===== config.mk =====
export PLATFORM = sky130hd
export DESIGN_NAME = window_shift
export DESIGN_NICKNAME = d
export VERILOG_FILES = /design/src/hdl/pixel_pkg.sv /design/src/hdl/window_shift.sv
export SDC_FILE = /design/constraint.sdc
export NUM_CORES = 1
export LEC_CHECK = 0
export ABC_AREA = 0
export BUFFER_PORTS_ARGS = -buffer_cell sky130_fd_sc_hd__buf_2
export CAP_MARGIN = 20
export CORE_AREA = 2 2 191 193
export CTS_BUF_LIST = sky130_fd_sc_hd__clkbuf_8
export CTS_CLUSTER_SIZE = 8
export DETAILED_ROUTE_END_ITERATION = 7
export DIE_AREA = 0 0 193 195
export GPL_TIMING_DRIVEN = 0
export PLACE_DENSITY = 0.72
export SKIP_CTS_REPAIR_TIMING = 1
export SLEW_MARGIN = 40
export SYNTH_ARGS = -nofsm -noshare
export SYNTH_HDL_FRONTEND = slang
export SYNTH_SLANG_ARGS = --single-unit

===== constraint.sdc =====
create_clock -name clk -period 9.2 [get_ports clk]
set_input_delay 1.84 -clock clk [delete_from_list [all_inputs] [get_ports clk]]
set_output_delay 1.84 -clock clk [all_outputs]
set_load 0.01 [all_outputs]

===== src/hdl/pixel_pkg.sv =====
// pixel, column and window types shared by the line window datapath
package pixel_pkg;

    // RGB pixel, 8 bits per channel
    localparam int PIXEL_W = 24;

    // edge of the square window
    localparam int WIN_N = 4;

    typedef logic [PIXEL_W-1:0] pixel_t;

    // element 0 is the top row, placed in the upper bits
    typedef pixel_t [0:WIN_N-1] column_t;

    // element 0 is the left column
    typedef column_t [0:WIN_N-1] window_t;

endpackage


===== src/hdl/window_shift.sv =====
// window shifter: builds 4x4 windows from a stream of four-pixel columns
`timescale 1ns/100ps

module window_shift (
    input  logic               clk,
    input  logic               rst_n,
    input  logic               col_valid,
    input  logic               col_first,
    input  pixel_pkg::column_t col_data,
    input  logic               win_ready,
    output logic               col_ready,
    output logic               win_valid,
    output pixel_pkg::window_t win_data
);

    localparam int CNT_W = $clog2(pixel_pkg::WIN_N + 1);
    localparam logic [CNT_W-1:0] FULL_CNT = CNT_W'(pixel_pkg::WIN_N);

    logic [CNT_W-1:0] col_cnt;
    logic             take;

    assign col_ready = ~win_valid | win_ready;
    assign take      = col_valid & col_ready;

    // columns of the current set, saturating once the window is full
    always_ff @(posedge clk or negedge rst_n) begin
        if (!rst_n) begin
            col_cnt   <= '0;
            win_valid <= 1'b0;
        end else if (take) begin
            if (col_first) begin
                col_cnt   <= CNT_W'(1);
                win_valid <= 1'b0;
            end else begin
                col_cnt   <= (col_cnt == FULL_CNT) ? FULL_CNT : col_cnt + 1'b1;
                win_valid <= (col_cnt >= FULL_CNT - 1'b1);
            end
        end else if (win_ready) begin
            win_valid <= 1'b0;
        end
    end

    // new column enters at the right
    always_ff @(posedge clk) begin
        if (take) begin
            win_data <= {win_data[1:pixel_pkg::WIN_N-1], col_data};
        end
    end

endmodule


# --- Word level (Yosys, flattened, before mapping) ---
# Index checks and enable logic that the tools add are counted.
word_totals:
  output_inout_bits: 386
  wordCells: 30
  regBits: 388
classes:
  bitwise: 3
  magnitude_cmp: 1
  reduce_logical: 1
  mux: 5
  n_eq_ne: 1
  n_addsub: 1
ops:
  columns: ["op", "n"]
  rows:
  - ["$mux W3", 2]
  - ["$add A3 B1 Y3 const B", 1]
  - ["$eq A3 B3 Y1 const B", 1]
  - ["$ge A3 B2 Y1 const B", 1]
  - ["$mux W1", 3]
  - ["$reduce_bool A2 Y1", 1]
  - ["$and A1 B1 Y1", 1]
  - ["$not A1 Y1", 1]
  - ["$or A1 B1 Y1", 1]

# --- Depth between registers and ports, before layout ---
depth:
  depth_word: 4
  ltp_mapped: 5

# --- Worst setup path after synthesis ---
# No wires, ideal clock.
synth_timing:
  path_kind: "input to register"
  start: "input port win_ready"
  end: "register win_data[0] in the netlist's numbering (enable)"
  arrival_time_ns: 9.451
  path_slack_ns: -0.985
  n_path_buf: 0
  setup_time_ns: 0.733
  t_required_ns: 8.467
  stages: 3
  cell_sequence: "nand2b_4 > nand2_4 > inv_1"
synth_between:
  elab_chain_len: 2
synth_lines:
  columns: ["item", "line", "rtl"]
  rows:
  - ["start, declared", "window_shift.sv:10", "input logic win_ready,"]
  - ["$or A1 B1 Y1", "window_shift.sv:22", "assign col_ready = ~win_valid | win_ready;"]
  - ["$and A1 B1 Y1", "window_shift.sv:23", "assign take = col_valid & col_ready;"]
  - ["net take", "window_shift.sv:20", "logic take;"]
  - ["end signal, assigned", "window_shift.sv:46", "win_data <= {win_data[1:pixel_pkg::WIN_N-1], col_data};"]
  - ["end, declared", "window_shift.sv:13", "output pixel_pkg::window_t win_data"]
# The timed path passes the listed nets, and every way through them passes these cells.
# A chain may end at the register's enable or synchronous reset.

# --- Worst setup path after layout ---
layout_timing:
  start: "input port win_ready"
  end: "output port col_ready"
layout_between:
  elab_chain_len: 1
layout_lines:
  columns: ["item", "line", "rtl"]
  rows:
  - ["$or A1 B1 Y1", "window_shift.sv:22", null]
  - ["end, declared", "window_shift.sv:11", "output logic col_ready,"]
# No other way between the ends.

==> flow_metrics.env <==
export IMPL_vias=6316
export IMPL_dieArea_sq_um=37600
export IMPL_cts_tree="yes"
export IMPL_stdcell_count=1477
export IMPL_synth_cell_types=15
export IMPL_setup_viol=0
export IMPL_synth_seq_cells=388
export IMPL_worstPathMaxFanout=5
export IMPL_rows=69
export IMPL_antenna_found_initial=2
export IMPL_coreArea_sq_um=35400
export IMPL_reg2reg_depth=8
export IMPL_critPathKind="in2out"
export IMPL_startpoint="win_ready"
export IMPL_hpwl_um=21700
export IMPL_grt_pass1_vias=6667
export IMPL_synth_fp_nets=512
export IMPL_drcViolationCount=0
export IMPL_fmax_mhz=243
export IMPL_cp_endpoint="col_ready"
export IMPL_htreeDepth=2
export IMPL_worstReg2RegStart="win_valid$_DFFE_PN0P_"
export IMPL_cap_violations=0
export IMPL_leakage_nw=6.58
export IMPL_final_nets=1077
export IMPL_dp_cells=1371
export IMPL_wl_per_cell_um=19.7
export IMPL_dpl_cell_area_sq_um=15200
export IMPL_period_share=0.447
export IMPL_first_iter_violations=249
export IMPL_vdd_ir_drop_max_mv=0.214
export IMPL_fin_worst_skew_ps=17.3
export IMPL_final_max_slew_viol_count=0
export IMPL_status="finished clean"
export IMPL_yosysSeqAreaShare=0.987
export IMPL_grt_pass1_wl_um=41000
export IMPL_clock_latency_ps=610
export IMPL_clk_path_buf_depth=3
export IMPL_die_width_um=193
export IMPL_ys_warn_count=0
export IMPL_critPathLaunchType="input port"
export IMPL_gp_congestion=0.787
export IMPL_drtAntennaViolNets=0
export IMPL_hold_viol_final=0
export IMPL_layout_common_cells="486 x buf_2, 384 x edfxtp_1, 63 x clkbuf_8, 31 x inv_1"
export IMPL_synth_area_top_cells="edfxtp_1 98%, dfrtp_1 0.85%, ha_1 0.32%, mux2i_1 0.17%, inv_1 0.13%"
export IMPL_drive_gt1_frac=0.566
export IMPL_grt_overflow=0
export IMPL_first_pass_iters=4
export IMPL_io_pins=487
export IMPL_yosys_area_top_type="edfxtp_1"
export IMPL_worstHoldStart="win_data[18]$_DFFE_PP_"
export IMPL_die_h_um=195
export IMPL_cts_root_buf="clkbuf_8"
export IMPL_worst_setup_path_end_kind="output port"
export IMPL_tightest_slew_ps=446
export IMPL_period_minus_slack_ps=4110
export IMPL_io_buffers=486
export IMPL_syn_area_per_cell_sq_um=28.9
export IMPL_grt_max_degree=32
export IMPL_relSlewSlack=0.702
export IMPL_rrSetupSlack_ps=6790
export IMPL_p_per_area_nw_per_um2=260
export IMPL_vias_per_cell=4.28
export IMPL_clk_pin_slew_ps=50
export IMPL_area_growth_pct=37.8
export IMPL_synth_area_sq_um=11800
export IMPL_cp_required_ps=7360
export IMPL_power_w=0.00422
export IMPL_grt_util_all_layers=0.150
export IMPL_routed_wl_um=29100
export IMPL_crit_arrival_ps=2270
export IMPL_num_fill_cells=3033
export IMPL_final_area_sq_um=16200
export IMPL_grt_setup_unrepaired="no"
export IMPL_syn_inst=408
export IMPL_synth_top_area_frac=0.979
export IMPL_start_util=0.333
export IMPL_clock_sinks=388
export IMPL_cts_buffers=61
export IMPL_reg2reg_to="win_data[283]$_DFFE_PP_"
export IMPL_tns_ps=0
export IMPL_layout_commonest_cell="buf_2"
export IMPL_min_path_type="reg2reg"
## synth_stat cells
cell and number:
ha_1 3, nand3b_1 1, o21ai_1 1, mux2i_1 2, o2bb2ai_1 1, nand2b_4 1, inv_1 4, nand2_4 1
nor2_1 1, a21oi_1 1, nand3_1 1, a211oi_1 1, nand2b_1 2, edfxtp_1 384, dfrtp_1 4
## layout make-up
cell class,count,area (sq um),area share
clock buffer,63,867,0.0534
timing repair buffer,502,2810,0.173
clock inverter,42,195,0.0120
tap,461,577,0.0355
inverter,4,18.8,0.00116
sequential,388,11600,0.716
antenna,1,2.50,0.000154
multi-input combinational,16,138,0.00848
## per-stage QoR
step	setup slack [ps]	utilization	hold WS, ps
floorplan	948	-	499
global placement	-1250	0.418	424
detailed placement	5090	0.429	426
CTS	5090	0.459	434
global route	5080	0.459	449
finish	5090	0.459	440
## registers in the layout (all words and copies together), names as in the netlist
| register | flops |
|---|---|
| win_data | 384 |
| col_cnt | 3 |
| win_valid | 1 |
## worst max-delay path: stages
cell and delay, ps:
buf_2 100, nand2b_4 160, buf_2 170
## worst min path at each step
| stage | depth (start not counted) | to | slack (ps) |
|---|---|---|---|
| after detailed placement | 0 | win_data[196]$_DFFE_PP_ | 430 |
| final | 0 | win_data[114]$_DFFE_PP_ | 440 |
| after CTS | 0 | win_data[366]$_DFFE_PP_ | 430 |
| after global routing | 0 | win_data[228]$_DFFE_PP_ | 450 |
| after floorplan | 0 | win_data[100]$_DFFE_PP_ | 500 |
| after global placement | 0 | win_data[339]$_DFFE_PP_ | 420 |
## power breakdown
part | switching, W | internal [W]
Sequential | 0.000115 | 0.00227
Clock | 0.000624 | 0.000654
Combinational | 0.000349 | 0.000216
## metal layers
| layer | track usage | vias to the layer above | routed length, um |
|---|---|---|---|
| met5 | 0 | - | 0 |
| met3 | 0.0665 | 47 | 3310 |
| met4 | 0.0527 | 0 | 573 |
| met2 | 0.263 | 381 | 14900 |
| li1 | - | 2814 | - |
| met1 | 0.158 | 3074 | 10300 |
## cells by family after synthesis
kind of cell             synth area share
AO/OA/AOI/OAI                     0.00223
adder cells (fa/ha/maj)           0.00319
buffers and inverters             0.00127
flip-flops                          0.987
multiplexers                      0.00170
AND/OR/NAND/NOR                   0.00456
(Power assumes the default switching activity.)
