[src/hdl/geom_pkg.sv]
// line buffer geometry: bank count, line width limit and index types
package geom_pkg;

    // one bank more than the window height, so one row can load during reads
    localparam int NUM_BANKS = 5;

    localparam int MAX_LINE_W = 1024;

    typedef logic [$clog2(MAX_LINE_W)-1:0] col_addr_t;

    typedef logic [$clog2(NUM_BANKS)-1:0] bank_idx_t;

    // number of full banks, 0 up to NUM_BANKS
    typedef logic [$clog2(NUM_BANKS+1)-1:0] line_cnt_t;

endpackage

[src/hdl/line_writer.sv]
// line writer: stores incoming rows into free banks and tracks the full bank count
`timescale 1ns/100ps

module line_writer #(
    parameter int LINE_WIDTH = 8
) (
    input  logic                clk,
    input  logic                rst_n,
    input  logic                in_valid,
    input  logic                line_release,
    output logic                in_ready,
    output logic                wr_en,
    output geom_pkg::bank_idx_t wr_bank,
    output geom_pkg::col_addr_t wr_addr,
    output logic                lines_ready
);

    localparam geom_pkg::col_addr_t LAST_COL = geom_pkg::col_addr_t'(LINE_WIDTH - 1);
    localparam geom_pkg::bank_idx_t LAST_BANK = geom_pkg::bank_idx_t'(geom_pkg::NUM_BANKS - 1);
    localparam geom_pkg::line_cnt_t ALL_FULL = geom_pkg::line_cnt_t'(geom_pkg::NUM_BANKS);
    // a full row set needs every bank but the one being written
    localparam geom_pkg::line_cnt_t SET_FULL = geom_pkg::line_cnt_t'(geom_pkg::NUM_BANKS - 1);

    geom_pkg::line_cnt_t full_cnt;
    logic                row_done;

    assign in_ready    = (full_cnt < ALL_FULL);
    assign lines_ready = (full_cnt >= SET_FULL);
    assign wr_en       = in_valid & in_ready;
    assign row_done    = wr_en && (wr_addr == LAST_COL);

    // write column and target bank
    always_ff @(posedge clk or negedge rst_n) begin
        if (!rst_n) begin
            wr_addr <= '0;
            wr_bank <= '0;
        end else if (wr_en) begin
            if (row_done) begin
                wr_addr <= '0;
                wr_bank <= (wr_bank == LAST_BANK) ? geom_pkg::bank_idx_t'(0) : wr_bank + 1'b1;
            end else begin
                wr_addr <= wr_addr + 1'b1;
            end
        end
    end

    // a finished row and a release in the same cycle cancel out
    always_ff @(posedge clk or negedge rst_n) begin
        if (!rst_n) begin
            full_cnt <= '0;
        end else if (row_done && !line_release) begin
            full_cnt <= full_cnt + 1'b1;
        end else if (!row_done && line_release) begin
            full_cnt <= full_cnt - 1'b1;
        end
    end

endmodule

[config.mk]
export PLATFORM = sky130hd
export DESIGN_NAME = line_writer
export DESIGN_NICKNAME = d
export VERILOG_FILES = /design/src/hdl/geom_pkg.sv /design/src/hdl/line_writer.sv
export SDC_FILE = /design/constraint.sdc
export NUM_CORES = 1
export LEC_CHECK = 0
export BUFFER_PORTS_ARGS = -buffer_cell sky130_fd_sc_hd__buf_2
export CAP_MARGIN = 40
export CORE_MARGIN = 3
export CORE_UTILIZATION = 54
export DETAILED_ROUTE_END_ITERATION = 12
export PLACE_DENSITY = 0.81
export SLEW_MARGIN = 20
export SYNTH_ARGS = -nofsm -noshare
export SYNTH_HDL_FRONTEND = slang
export SYNTH_SLANG_ARGS = --single-unit
[constraint.sdc]
create_clock -name clk -period 5.35 [get_ports clk]
set_input_delay 0.8025 -clock clk [delete_from_list [all_inputs] [get_ports clk]]
set_output_delay 0.8025 -clock clk [all_outputs]
set_load 0.1 [all_outputs]
# After elaboration in Yosys (flattened, before gate mapping)
# Index checks and enable logic that the tools add are counted.
# word_totals
register_bits	16
inputBits	4
output_inout_bits	16
wordCells	23
# classes
add_sub_neg	4
order_cmp	2
n_eq_ne	2
n_mux	4
bitwise_logic	1
n_reduce_logical	7
# ops
cell	n
$add A10 B1 Y10 const B	1
$eq A10 B3 Y1 const B	1
$mux W10	1
$mux W3	3
$add A3 B1 Y3 const B	2
$eq A3 B3 Y1 const B	1
$ge A3 B3 Y1 const B	1
$logic_and A1 B1 Y1	3
$lt A3 B3 Y1 const B	1
$sub A3 B1 Y3 const B	1
$logic_not A1 Y1	2
$reduce_and A2 Y1	1
$reduce_bool A2 Y1	1
$and A1 B1 Y1	1

# Longest topological paths before layout
# logic_depth
word_depth	7
depth_mapped	10
ltp_nobuf	9

# Worst setup path after synthesis
# OpenSTA, ideal clock, no wires.
# synth_path
path_kind	reg2reg
startpoint	register wr_addr[0]
endpoint	register full_cnt[2]
setup_ns	0.079
arrival_time_ns	2.762
required_time_ns	5.271
slack_ns	2.508
path_stages_with_launch	11
n_path_buf	1
path_cell_list	dfrtp_1 > ha_1 > nand3_1 > and4b_1 > buf_4 > ha_1 > inv_1 > fa_1 > xor2_1 > nor2_1 > xor2_1
# synth_between
elab_chain_len	5
# synth_lines
item	line_no	source
start: declaration	line_writer.sv:14	output geom_pkg::col_addr_t wr_addr,
start signal: assignment	line_writer.sv:42	wr_addr <= wr_addr + 1'b1;
$eq A10 B3 Y1 (*)	line_writer.sv:30	assign row_done = wr_en && (wr_addr == LAST_COL);
$logic_and A1 B1 Y1 (*)	line_writer.sv:30	
$logic_not A1 Y1	line_writer.sv:53	end else if (!row_done && line_release) begin
$logic_and A1 B1 Y1	line_writer.sv:53	
$reduce_bool A2 Y1 (no line)	n/a	
end signal: assignment	line_writer.sv:52	full_cnt <= full_cnt + 1'b1;
end signal: assignment	line_writer.sv:54	full_cnt <= full_cnt - 1'b1;
end: declaration	line_writer.sv:24	geom_pkg::line_cnt_t full_cnt;
# Every way passes the cells marked *; elsewhere a longest branch is shown, timed or not.
# A chain may end at the register's enable or synchronous reset.

# Worst setup path after layout
# layout_path
startpoint	register full_cnt[0]
endpoint	output port wr_en
# layout_between
elab_chain_len	2
# layout_lines
item	line_no	source
$lt A3 B3 Y1	line_writer.sv:27	assign in_ready = (full_cnt < ALL_FULL);
$and A1 B1 Y1	line_writer.sv:29	assign wr_en = in_valid & in_ready;
end: declaration	line_writer.sv:12	output logic wr_en,
# Every way passes these cells.

==> flow_metrics.py <==
metrics = {
    "status": {
        "status": "completed",
    },
    "die": {
        "floorplan.initialDensity": 0.602,
        "die-area_um2": 2030,
        "rows": 13,
        "core_area_um2": 1370,
        "fp.dieH_um": 45.0,
        "pin_count": 20,
        "die-width_um": 45.0,
    },
    "yosys": {
        "syn_area_per_cell_um2": 10.3,
        "synth-edff-count": 0,
        "synthesis.nets": 89,
        "ys_warn_count": 0,
        "yosys-top-cells-area": "dfrtp_1 (49%), xor2_1 (6.4%), ha_1 (6.1%)",
        "synth_top_flop_cell": "dfrtp_1",
        "netlist-cell-type-count": 28,
        "async_reset_ff_frac": 1.00,
        "syn_inst": 80,
        "synth.top_cell.area_share": 0.487,
        "ys_seq_area_frac": 0.487,
        "synth-seq-cells": 16,
        "synth_area_um2": 822,
        "synth_area_leader_cell": "dfrtp_1",
    },
    "sta": {
        "slew_headroom": 0.672,
        "finalSetupTns_ps": 0,
        "slew_viol_final": 0,
        "setup_violations": 0,
        "fin_skew_ps": 4.78,
        "hold_viol": 0,
        "fin_crit_sh": 0.456,
        "fmax_mhz": 410,
        "worst_pin_slew_ps": 496,
        "period_minus_slack_ps": 2440,
        "rsz0062_at_grt": "no",
    },
    "cells_and_area": {
        "multi_input_area_um2": 384,
        "num_antenna_cells": 0,
        "syn2layout_area_growth_pct": 16.9,
        "nNetsFinal": 111,
        "n_fill_cell": 106,
        "regArea_um2": 400,
        "drive_gt1_frac": 0.267,
    },
    "setup_path": {
        "cp_cell_sequence": "o21a_1, inv_2, nand2_1, inv_1, buf_2",
        "cp_slowest_cell": "dfrtp_1",
        "start_kind": "register",
        "endpoint_kind": "primary output",
        "crit_path_max_incr_delay_ps": 440,
        "worstPathArrival_ps": 1640,
        "required_ps": 4550,
        "path_class": "register to primary output",
        "worstPathMaxFanout": 7,
    },
    "global_routing": {
        "grt_pass1_wl_um": 2480,
        "grt_overflow": 0,
        "antenna_found_initial": 0,
        "grtUsageTotal": 0.169,
        "grt_max_degree": 17,
        "grt_pass1_vias": 565,
    },
    "route": {
        "drc": 0,
        "postRouteAntennaNets": 0,
        "drt_iter0_markers": 10,
        "drt_wl_total_um": 1430,
        "via_per_inst": 5.38,
        "routedWlPerCell_um": 12.3,
        "via_count": 624,
        "drt-pass1-iter-count": 4,
    },
    "hold_path": {
        "hp-class": "primary input to asynchronous set/reset pin",
    },
    "placed_design": {
        "hpwl_um": 1100,
        "gp_congestion": 0.765,
        "portBuffers": 19,
    },
    "clock_tree": {
        "clk_pin_slew_ps": 100,
        "cts_hold_buf": 0,
        "post_cts_resized": 0,
        "clockBufferDepth": 2,
        "cts_made_buffers": 3,
        "cts_setup_buffers": 0,
        "clk_latency_ps": 280,
        "htreeDepth": 1,
        "cts-root-buf": "clkbuf_4",
        "cts_tree": "yes",
        "clkSinkCount": 16,
    },
    "job": {
        "maxCapViolCount": 0,
    },
}
==> cell families after synthesis <==
kind of cell / synth area share
AND/OR/NAND/NOR: 0.192
flip-flops: 0.487
XOR/XNOR: 0.107
AO/OA/AOI/OAI: 0.0700
buffers and inverters: 0.0457
adder cells (fa/ha/maj): 0.0852
multiplexers: 0.0137
==> cell type report <==
type,instances,area share
well taps,15,0.0195
inverters,7,0.0273
flip-flops and latches,16,0.417
repair buffers,19,0.0990
multi-input cells,55,0.400
clock buffers,4,0.0378
==> cell usage after synthesis (3+ instances only) <==
master / instances
ha_1: 4
o21ai_0: 4
xnor2_1: 4
xor2_1: 6
dfrtp_1: 16
nand3_1: 5
nor2_1: 6
nand2_1: 8
inv_1: 6
nor3_1: 3
==> per-stage QoR <==
stage | area (µm²) | hold WS, ps | instances | util | worst slack (ps)
4_1_cts | 961 | 424 | 116 | 0.703 | 2890
6_report | 961 | 407 | 116 | 0.703 | 2910
2_1_floorplan | 822 | 462 | 80 | - | 2510
3_5_place_dp | 925 | 486 | 112 | 0.677 | 2720
5_1_grt | 961 | 427 | 116 | 0.703 | 2790
3_3_place_gp | 925 | 481 | 112 | 0.677 | 2800
==> state kept, by name, summed over array words and instances, names as in the netlist <==
name,flops
wr_addr,10
wr_bank,3
full_cnt,3
==> layer usage <==
layer,share of wire,track usage,vias up
met3,0.047,0.0359,4
met4,0.016,0.0702,0
met1,0.49,0.230,298
li1,-,-,309
met2,0.45,0.260,13
met5,0,0,-
==> critical path: cells and delay by family, from the launching register on <==
family / cells / cell delay, ps
buffers and inverters: 3 / 580
DFF: 1 / 440
AOI/OAI and AO/OA: 1 / 230
and+or+nand+nor: 1 / 110
==> cell usage in the layout (no fill, tap or decap), types with 3 or more instances in the layout <==
cell / count
dfrtp_1: 16
nor3_1: 3
xor2_1: 6
clkbuf_4: 3
inv_1: 6
nand2_1: 8
o21ai_0: 4
nand3_1: 5
nor2_1: 6
xnor2_1: 4
buf_2: 19
ha_1: 4
==> final timing paths <==
kind / slack (ps) / start / to / depth (start not counted)
min in group clk: 510 / full_cnt[2]$_DFFE_PN0P_ / full_cnt[2]$_DFFE_PN0P_ / 1
max in group asynchronous: 4690 / rst_n / wr_addr[0]$_DFFE_PN0P_ / 1
min reg2reg: 510 / full_cnt[2]$_DFFE_PN0P_ / full_cnt[2]$_DFFE_PN0P_ / 1
min: 410 / rst_n / wr_addr[4]$_DFFE_PN0P_ / 1
max reg2reg: 3040 / wr_addr[0]$_DFFE_PN0P_ / full_cnt[2]$_DFFE_PN0P_ / 9
max: 2910 / full_cnt[0]$_DFFE_PN0P_ / wr_en / 5
Power is left out: the tool's default activity adds up to more than one toggle a clock period on the data nets, which glitch-free logic cannot reach.
