## src/hdl/geom_pkg.sv

```systemverilog
// line buffer geometry: bank count, line width limit and index types
package geom_pkg;

    // one bank more than the window height, so one row can load during reads
    localparam int NUM_BANKS = 5;

    localparam int MAX_LINE_W = 1024;

    typedef logic [$clog2(MAX_LINE_W)-1:0] col_addr_t;

    typedef logic [$clog2(NUM_BANKS)-1:0] bank_idx_t;

    // number of full banks, 0 up to NUM_BANKS
    typedef logic [$clog2(NUM_BANKS+1)-1:0] line_cnt_t;

endpackage

```

## src/hdl/column_reader.sv

```systemverilog
// column reader: scans the columns of the current row set and frees the oldest bank
`timescale 1ns/100ps

module column_reader #(
    parameter int LINE_WIDTH = 8
) (
    input  logic                clk,
    input  logic                rst_n,
    input  logic                lines_ready,
    input  logic                col_ready,
    output logic                rd_en,
    output geom_pkg::bank_idx_t rd_base,
    output geom_pkg::col_addr_t rd_addr,
    output logic                line_release,
    output logic                col_valid,
    output logic                col_first
);

    localparam geom_pkg::col_addr_t LAST_COL = geom_pkg::col_addr_t'(LINE_WIDTH - 1);
    localparam geom_pkg::bank_idx_t LAST_BANK = geom_pkg::bank_idx_t'(geom_pkg::NUM_BANKS - 1);

    logic last_col;

    assign last_col = (rd_addr == LAST_COL);

    // lines_ready still shows the old count during the release cycle, so hold off
    assign rd_en = lines_ready & ~line_release & (~col_valid | col_ready);

    always_ff @(posedge clk or negedge rst_n) begin
        if (!rst_n) begin
            rd_addr      <= '0;
            line_release <= 1'b0;
        end else begin
            line_release <= rd_en & last_col;
            if (rd_en) begin
                rd_addr <= last_col ? geom_pkg::col_addr_t'(0) : rd_addr + 1'b1;
            end
        end
    end

    // rotate to the next row set together with the bank count
    always_ff @(posedge clk or negedge rst_n) begin
        if (!rst_n) begin
            rd_base <= '0;
        end else if (line_release) begin
            rd_base <= (rd_base == LAST_BANK) ? geom_pkg::bank_idx_t'(0) : rd_base + 1'b1;
        end
    end

    // column waiting in the line store read register
    always_ff @(posedge clk or negedge rst_n) begin
        if (!rst_n) begin
            col_valid <= 1'b0;
            col_first <= 1'b0;
        end else if (rd_en) begin
            col_valid <= 1'b1;
            col_first <= (rd_addr == '0);
        end else if (col_ready) begin
            col_valid <= 1'b0;
        end
    end

endmodule

```

## config.mk

```make
export PLATFORM = sky130hd
export DESIGN_NAME = column_reader
export DESIGN_NICKNAME = d
export VERILOG_FILES = /design/src/hdl/geom_pkg.sv /design/src/hdl/column_reader.sv
export SDC_FILE = /design/constraint.sdc
export NUM_CORES = 1
export LEC_CHECK = 0
export ABC_CLOCK_PERIOD_IN_PS = 1400
export BUFFER_PORTS_ARGS = -buffer_cell sky130_fd_sc_hd__buf_2
export CAP_MARGIN = 25
export CORE_MARGIN = 10
export CORE_UTILIZATION = 44
export DETAILED_ROUTE_END_ITERATION = 10
export PLACE_DENSITY = 0.77
export REMOVE_ABC_BUFFERS = 1
export SYNTH_ARGS = -nofsm -noshare
export SYNTH_HDL_FRONTEND = slang
export SYNTH_SLANG_ARGS = --single-unit
export TNS_END_PERCENT = 50
```

## constraint.sdc

```tcl
create_clock -name clk -period 1.4 [get_ports clk]
set_clock_uncertainty 0.15 [all_clocks]
set_input_delay 0.21 -clock clk [delete_from_list [all_inputs] [get_ports clk]]
set_output_delay 0.21 -clock clk [all_outputs]
set_load 0.005 [all_outputs]
```

After elaboration in Yosys (flattened, before gate mapping)
Index checks and enable logic that the tools add are counted.
{ "word_totals": {"wordCells": 21, "out_inout_bits": 17, "in_bits": 4, "reg_bits": 16} }
{ "op_classes": {"eq_ne": 2, "bitwise": 6, "n_mux": 4, "reduce_logical": 2, "n_addsub": 2} }
{ "ops": {"columns": ["operator", "n"], "rows": [
  ["10-bit by 1-bit adder with 10-bit output (second input constant)", 1],
  ["10-bit by 3-bit equality test with 1-bit output (second input constant)", 1],
  ["10-bit zero test", 1],
  ["10-bit two-way mux", 1],
  ["3-bit by 1-bit adder with 3-bit output (second input constant)", 1],
  ["1-bit AND", 3],
  ["3-bit equality test (second input constant)", 1],
  ["3-bit two-way mux", 1],
  ["1-bit two-way mux", 2],
  ["1-bit inverter", 2],
  ["2-bit nonzero test", 1],
  ["1-bit OR", 1]
]} }

Longest topological paths before layout
{ "depth": {"word_depth": 4, "mapped_depth": 5, "mapped_depth_nobuf": 5} }

Worst setup path before layout
No wires, ideal clock.
{ "synth_path": {"kind": "register to register", "startpoint": "register line_release", "endpoint": "register rd_addr[4]", "stages_incl_launch_ff": 6, "synth_period_minus_slack_ns": 1.381, "required_time_ns": 1.124, "setup_slack_ns": 0.019, "setup_time_ns": 0.126, "n_path_buf": 1, "arrival_time_ns": 1.105, "path_cell_list": "dfrtp_1 nor2b_2 and2_1 buf_6 nand4_1 xnor2_1"} }
{ "synth_between": {"elab_chain_cells": 3} }
{ "synth_rtl": {"columns": ["item", "line", "text"], "rows": [
  ["from (decl)", "column_reader.sv:14", "output logic line_release,"],
  ["from (signal assigned)", "column_reader.sv:34", "line_release <= rd_en & last_col;"],
  ["1-bit inverter", "column_reader.sv:27", "assign rd_en = lines_ready & ~line_release & (~col_valid | col_ready);"],
  ["1-bit AND (2 in a row)", "column_reader.sv:27", null],
  ["net rd_en", "column_reader.sv:11", "output logic rd_en,"],
  ["to (signal assigned)", "column_reader.sv:36", "rd_addr <= last_col ? geom_pkg::col_addr_t'(0) : rd_addr + 1'b1;"],
  ["to (decl)", "column_reader.sv:13", "output geom_pkg::col_addr_t rd_addr,"]
]} }
The timed path passes the listed nets, and every way through them passes these cells.
A chain may end at the register's enable or synchronous reset.

Final worst setup path
{ "layout_path": {"startpoint": "register line_release", "endpoint": "output rd_en"} }
{ "layout_between": {"elab_chain_cells": 3} }
{ "layout_rtl": {"columns": ["item", "line"], "rows": [
  ["1-bit inverter", "column_reader.sv:27"],
  ["1-bit AND (2 in a row)", "column_reader.sv:27"],
  ["to (decl)", "column_reader.sv:11"]
]} }
No other way between the ends.

==> impl_metrics.csv <==
group,metric,value,unit
run_status,status,"complete, but fails checks",
run_status,violations,"setup timing",
die,die_h,62.0,um
sta,setup_violations,2,
synth,syn_area,774,um^2
detailed_routing,wl,1.87,mm
synth,yosysWarnings,0,
clocking,cts_tree,"done",
min_path,hp-class,"input port to register",
detailed_routing,drt_iter0_markers,10,
global_routing,first_global_vias,695,
worst_setup_path,worstPathArrival,1.08,ns
power_and_ir_drop,vdd_drop_max,0.000782,V
sta,maxSlewHeadroom,75.9,%
synth,synth_top_area_cell,"dfrtp_1",
synth,syn_avg_cell_area,10.3,um^2
placed_design,gp_congestion,0.784,
worst_setup_path,startpoint_type,"register",
clocking,cts_buffer_depth,2,
die,die-area,0.00384,mm^2
worst_setup_path,crit_fanout,2,
final_layout,diodes,0,
worst_setup_path,critical_path_class,"register to output pin",
placed_design,io_buffer_count,20,
sta,tightestPinTransition,0.362,ns
detailed_routing,vias,659,
global_routing,antenna_found_initial,0,
final_layout,drive_gt1_share,37.4,%
power_and_ir_drop,power_leakage,0.521,nW
global_routing,grt_pass1_wl,2.99,mm
global_routing,grt_usage,10.4,%
clocking,numClockSinks,16,
power_and_ir_drop,power.density,1320,mW/mm^2
sta,hold_viol,0,
global_routing,grt_overflow_total,0,
power_and_ir_drop,power,1.33,mW
placed_design,pre_cts_ws,-0.0106,ns
clocking,cts_buffers,3,
final_layout,finalNetCount,116,
clocking,cts_root_buffer,"clkbuf_4",
detailed_routing,drc,0,
final_layout,fin_cells,124,
sta,fin_ws,-0.0373,ns
worst_setup_path,slowest_stage,"dfrtp_1",
clocking,path_clk_slew,0.10,ns
synth,synth_sequential_area_ratio,51.7,%
sta,finalCriticalPeriod,1.44,ns
placed_design,dp.cells,117,
placed_design,dpl_cell_area,930,um^2
sta,max_freq,696,MHz
detailed_routing,wl_per_cell,15.1,um
synth,ys_ff_latch,16,
final_layout,fillers,150,
placed_design,hpwl,1.40,mm
flow_run,drv_cap,0,
sta,slew_violations,0,
global_routing,grt_max_degree,17,
clocking,clkLatencyLatePin,0.29,ns
final_layout,fin_util,59.7,%
final_layout,synthToLayoutAreaGrowth,30.2,%
synth,syn_inst,75,
worst_setup_path,crit_chain,"nor2b_2 -> and2_4 -> buf_6",
worst_setup_path,max_stage_delay,0.40,ns
die,start_util,45.9,%
detailed_routing,first_pass_iters,4,
sta,rsz0062_at_grt,"true",
synth,synth_top_area_share,51.7,%
synth,synthTopCellsByArea,"dfrtp_1 52%, ha_1 6.5%, xor2_1 5.7%",
clocking,cts_max_level,1,
detailed_routing,ant_nets,0,
final_layout,fin_area,0.00101,mm^2
worst_setup_path,worstPathRequired,1.04,ns
die,core,0.00169,mm^2
detailed_routing,via_per_inst,5.31,
sta,fin_crit_sh,103,%
die,rows,15,
die,die_width,62.0,um
synth,yosysUniqueCellTypes,22,
die,ios,21,
worst_setup_path,worstSetupEndpointType,"output pin",
-- sequential cells by signal (all words and copies together), names as in the netlist --
register      cells
rd_addr          10
rd_base           3
line_release      1
col_valid         1
col_first         1
-- cell type report --
type | instances | area (um^2) | share of cell area [%]
clock buffers | 4 | 36.3 | 3.60
inverters | 7 | 26.3 | 2.61
multi-input cells | 51 | 348 | 34.5
well taps | 17 | 21.3 | 2.11
flip-flops and latches | 16 | 400 | 39.7
repair buffers | 29 | 176 | 17.5
-- synth_stat cells, drive strengths merged --
cell / n
xor2: 5
nand3b: 1
nand2: 9
nor3: 3
buf: 1
inv: 7
o21ai: 7
nand4: 3
o211ai: 2
nor4: 1
dfrtp: 16
nand3: 3
nor2: 5
nor2b: 1
nand2b: 1
and3: 1
ha: 4
xnor2: 3
o22ai: 1
and2: 1
-- power breakdown --
| group | switching [mW] | internal (mW) |
|---|---|---|
| logic | 0.202 | 0.206 |
| clock network | 0.154 | 0.159 |
| registers | 0.0732 | 0.533 |
| total | 0.429 | 0.897 |
-- placed cells by master (no fill, tap or decap), types with 2 or more instances in the layout --
master,n
nand3_1,2
inv_1,7
nor3_2,2
clkbuf_4,3
o21ai_0,6
nand2_1,9
xnor2_1,3
ha_1,4
dfrtp_1,16
o211ai_1,2
buf_2,19
buf_4,8
nor2_1,4
nand4_1,3
xor2_1,5
-- metal layers --
layer | track usage [%] | vias to the layer above | share of wire, % | wire length [um]
li1 | - | 318 | - | -
met1 | 10.0 | 320 | 40 | 744
met2 | 19.4 | 19 | 52 | 983
met3 | 3.66 | 2 | 7.2 | 135
met4 | 4.78 | 0 | 0.53 | 10
met5 | 0 | - | 0 | 0
-- critical path, delay by kind of cell, from the launching register on --
family                 cells  cell delay (ns)
flip-flops                 1             0.40
buffers and inverters      1             0.09
AND/OR/NAND/NOR            2             0.30
-- per-stage QoR --
step                      hold slack, ns  TNS, ns
after floorplan                   -0.236  -0.0193
after global placement           -0.0140        0
after detailed placement        -0.00769  -0.0106
after CTS                        0.00955  -0.0695
after global routing             0.00395   -0.447
final                             0.0103  -0.0716
-- logic make-up after synthesis --
kind of cell | share of synthesized area [%]
AOI/OAI and AO/OA | 7.27
buffers and inverters | 4.85
and+or+nand+nor | 20.7
DFF | 51.7
adders and majority gates | 6.46
xor gates and xnor gates | 9.05
-- worst paths after layout --
check,from,to,slack (ns),cells after the start
min,lines_ready,col_valid,0.01,3
max in group asynchronous,rst_n,rd_addr[5],0.64,2
min in group asynchronous,rst_n,col_valid,0.20,2
max,line_release,rd_en,-0.04,3
min reg2reg,rd_base[2],rd_base[2],0.38,1
max reg2reg,line_release,rd_addr[8],-0.03,5
-- repair_timing --
item	4_1_cts	5_1_grt
pin swaps	4	5
resized for setup	3	3
hold buffers	1	0
endpoints found under the hold margin	16	0
endpoints found under the setup margin	3	9
setup buffers	2	0
Note: power is estimated with default switching activity, not from simulation.
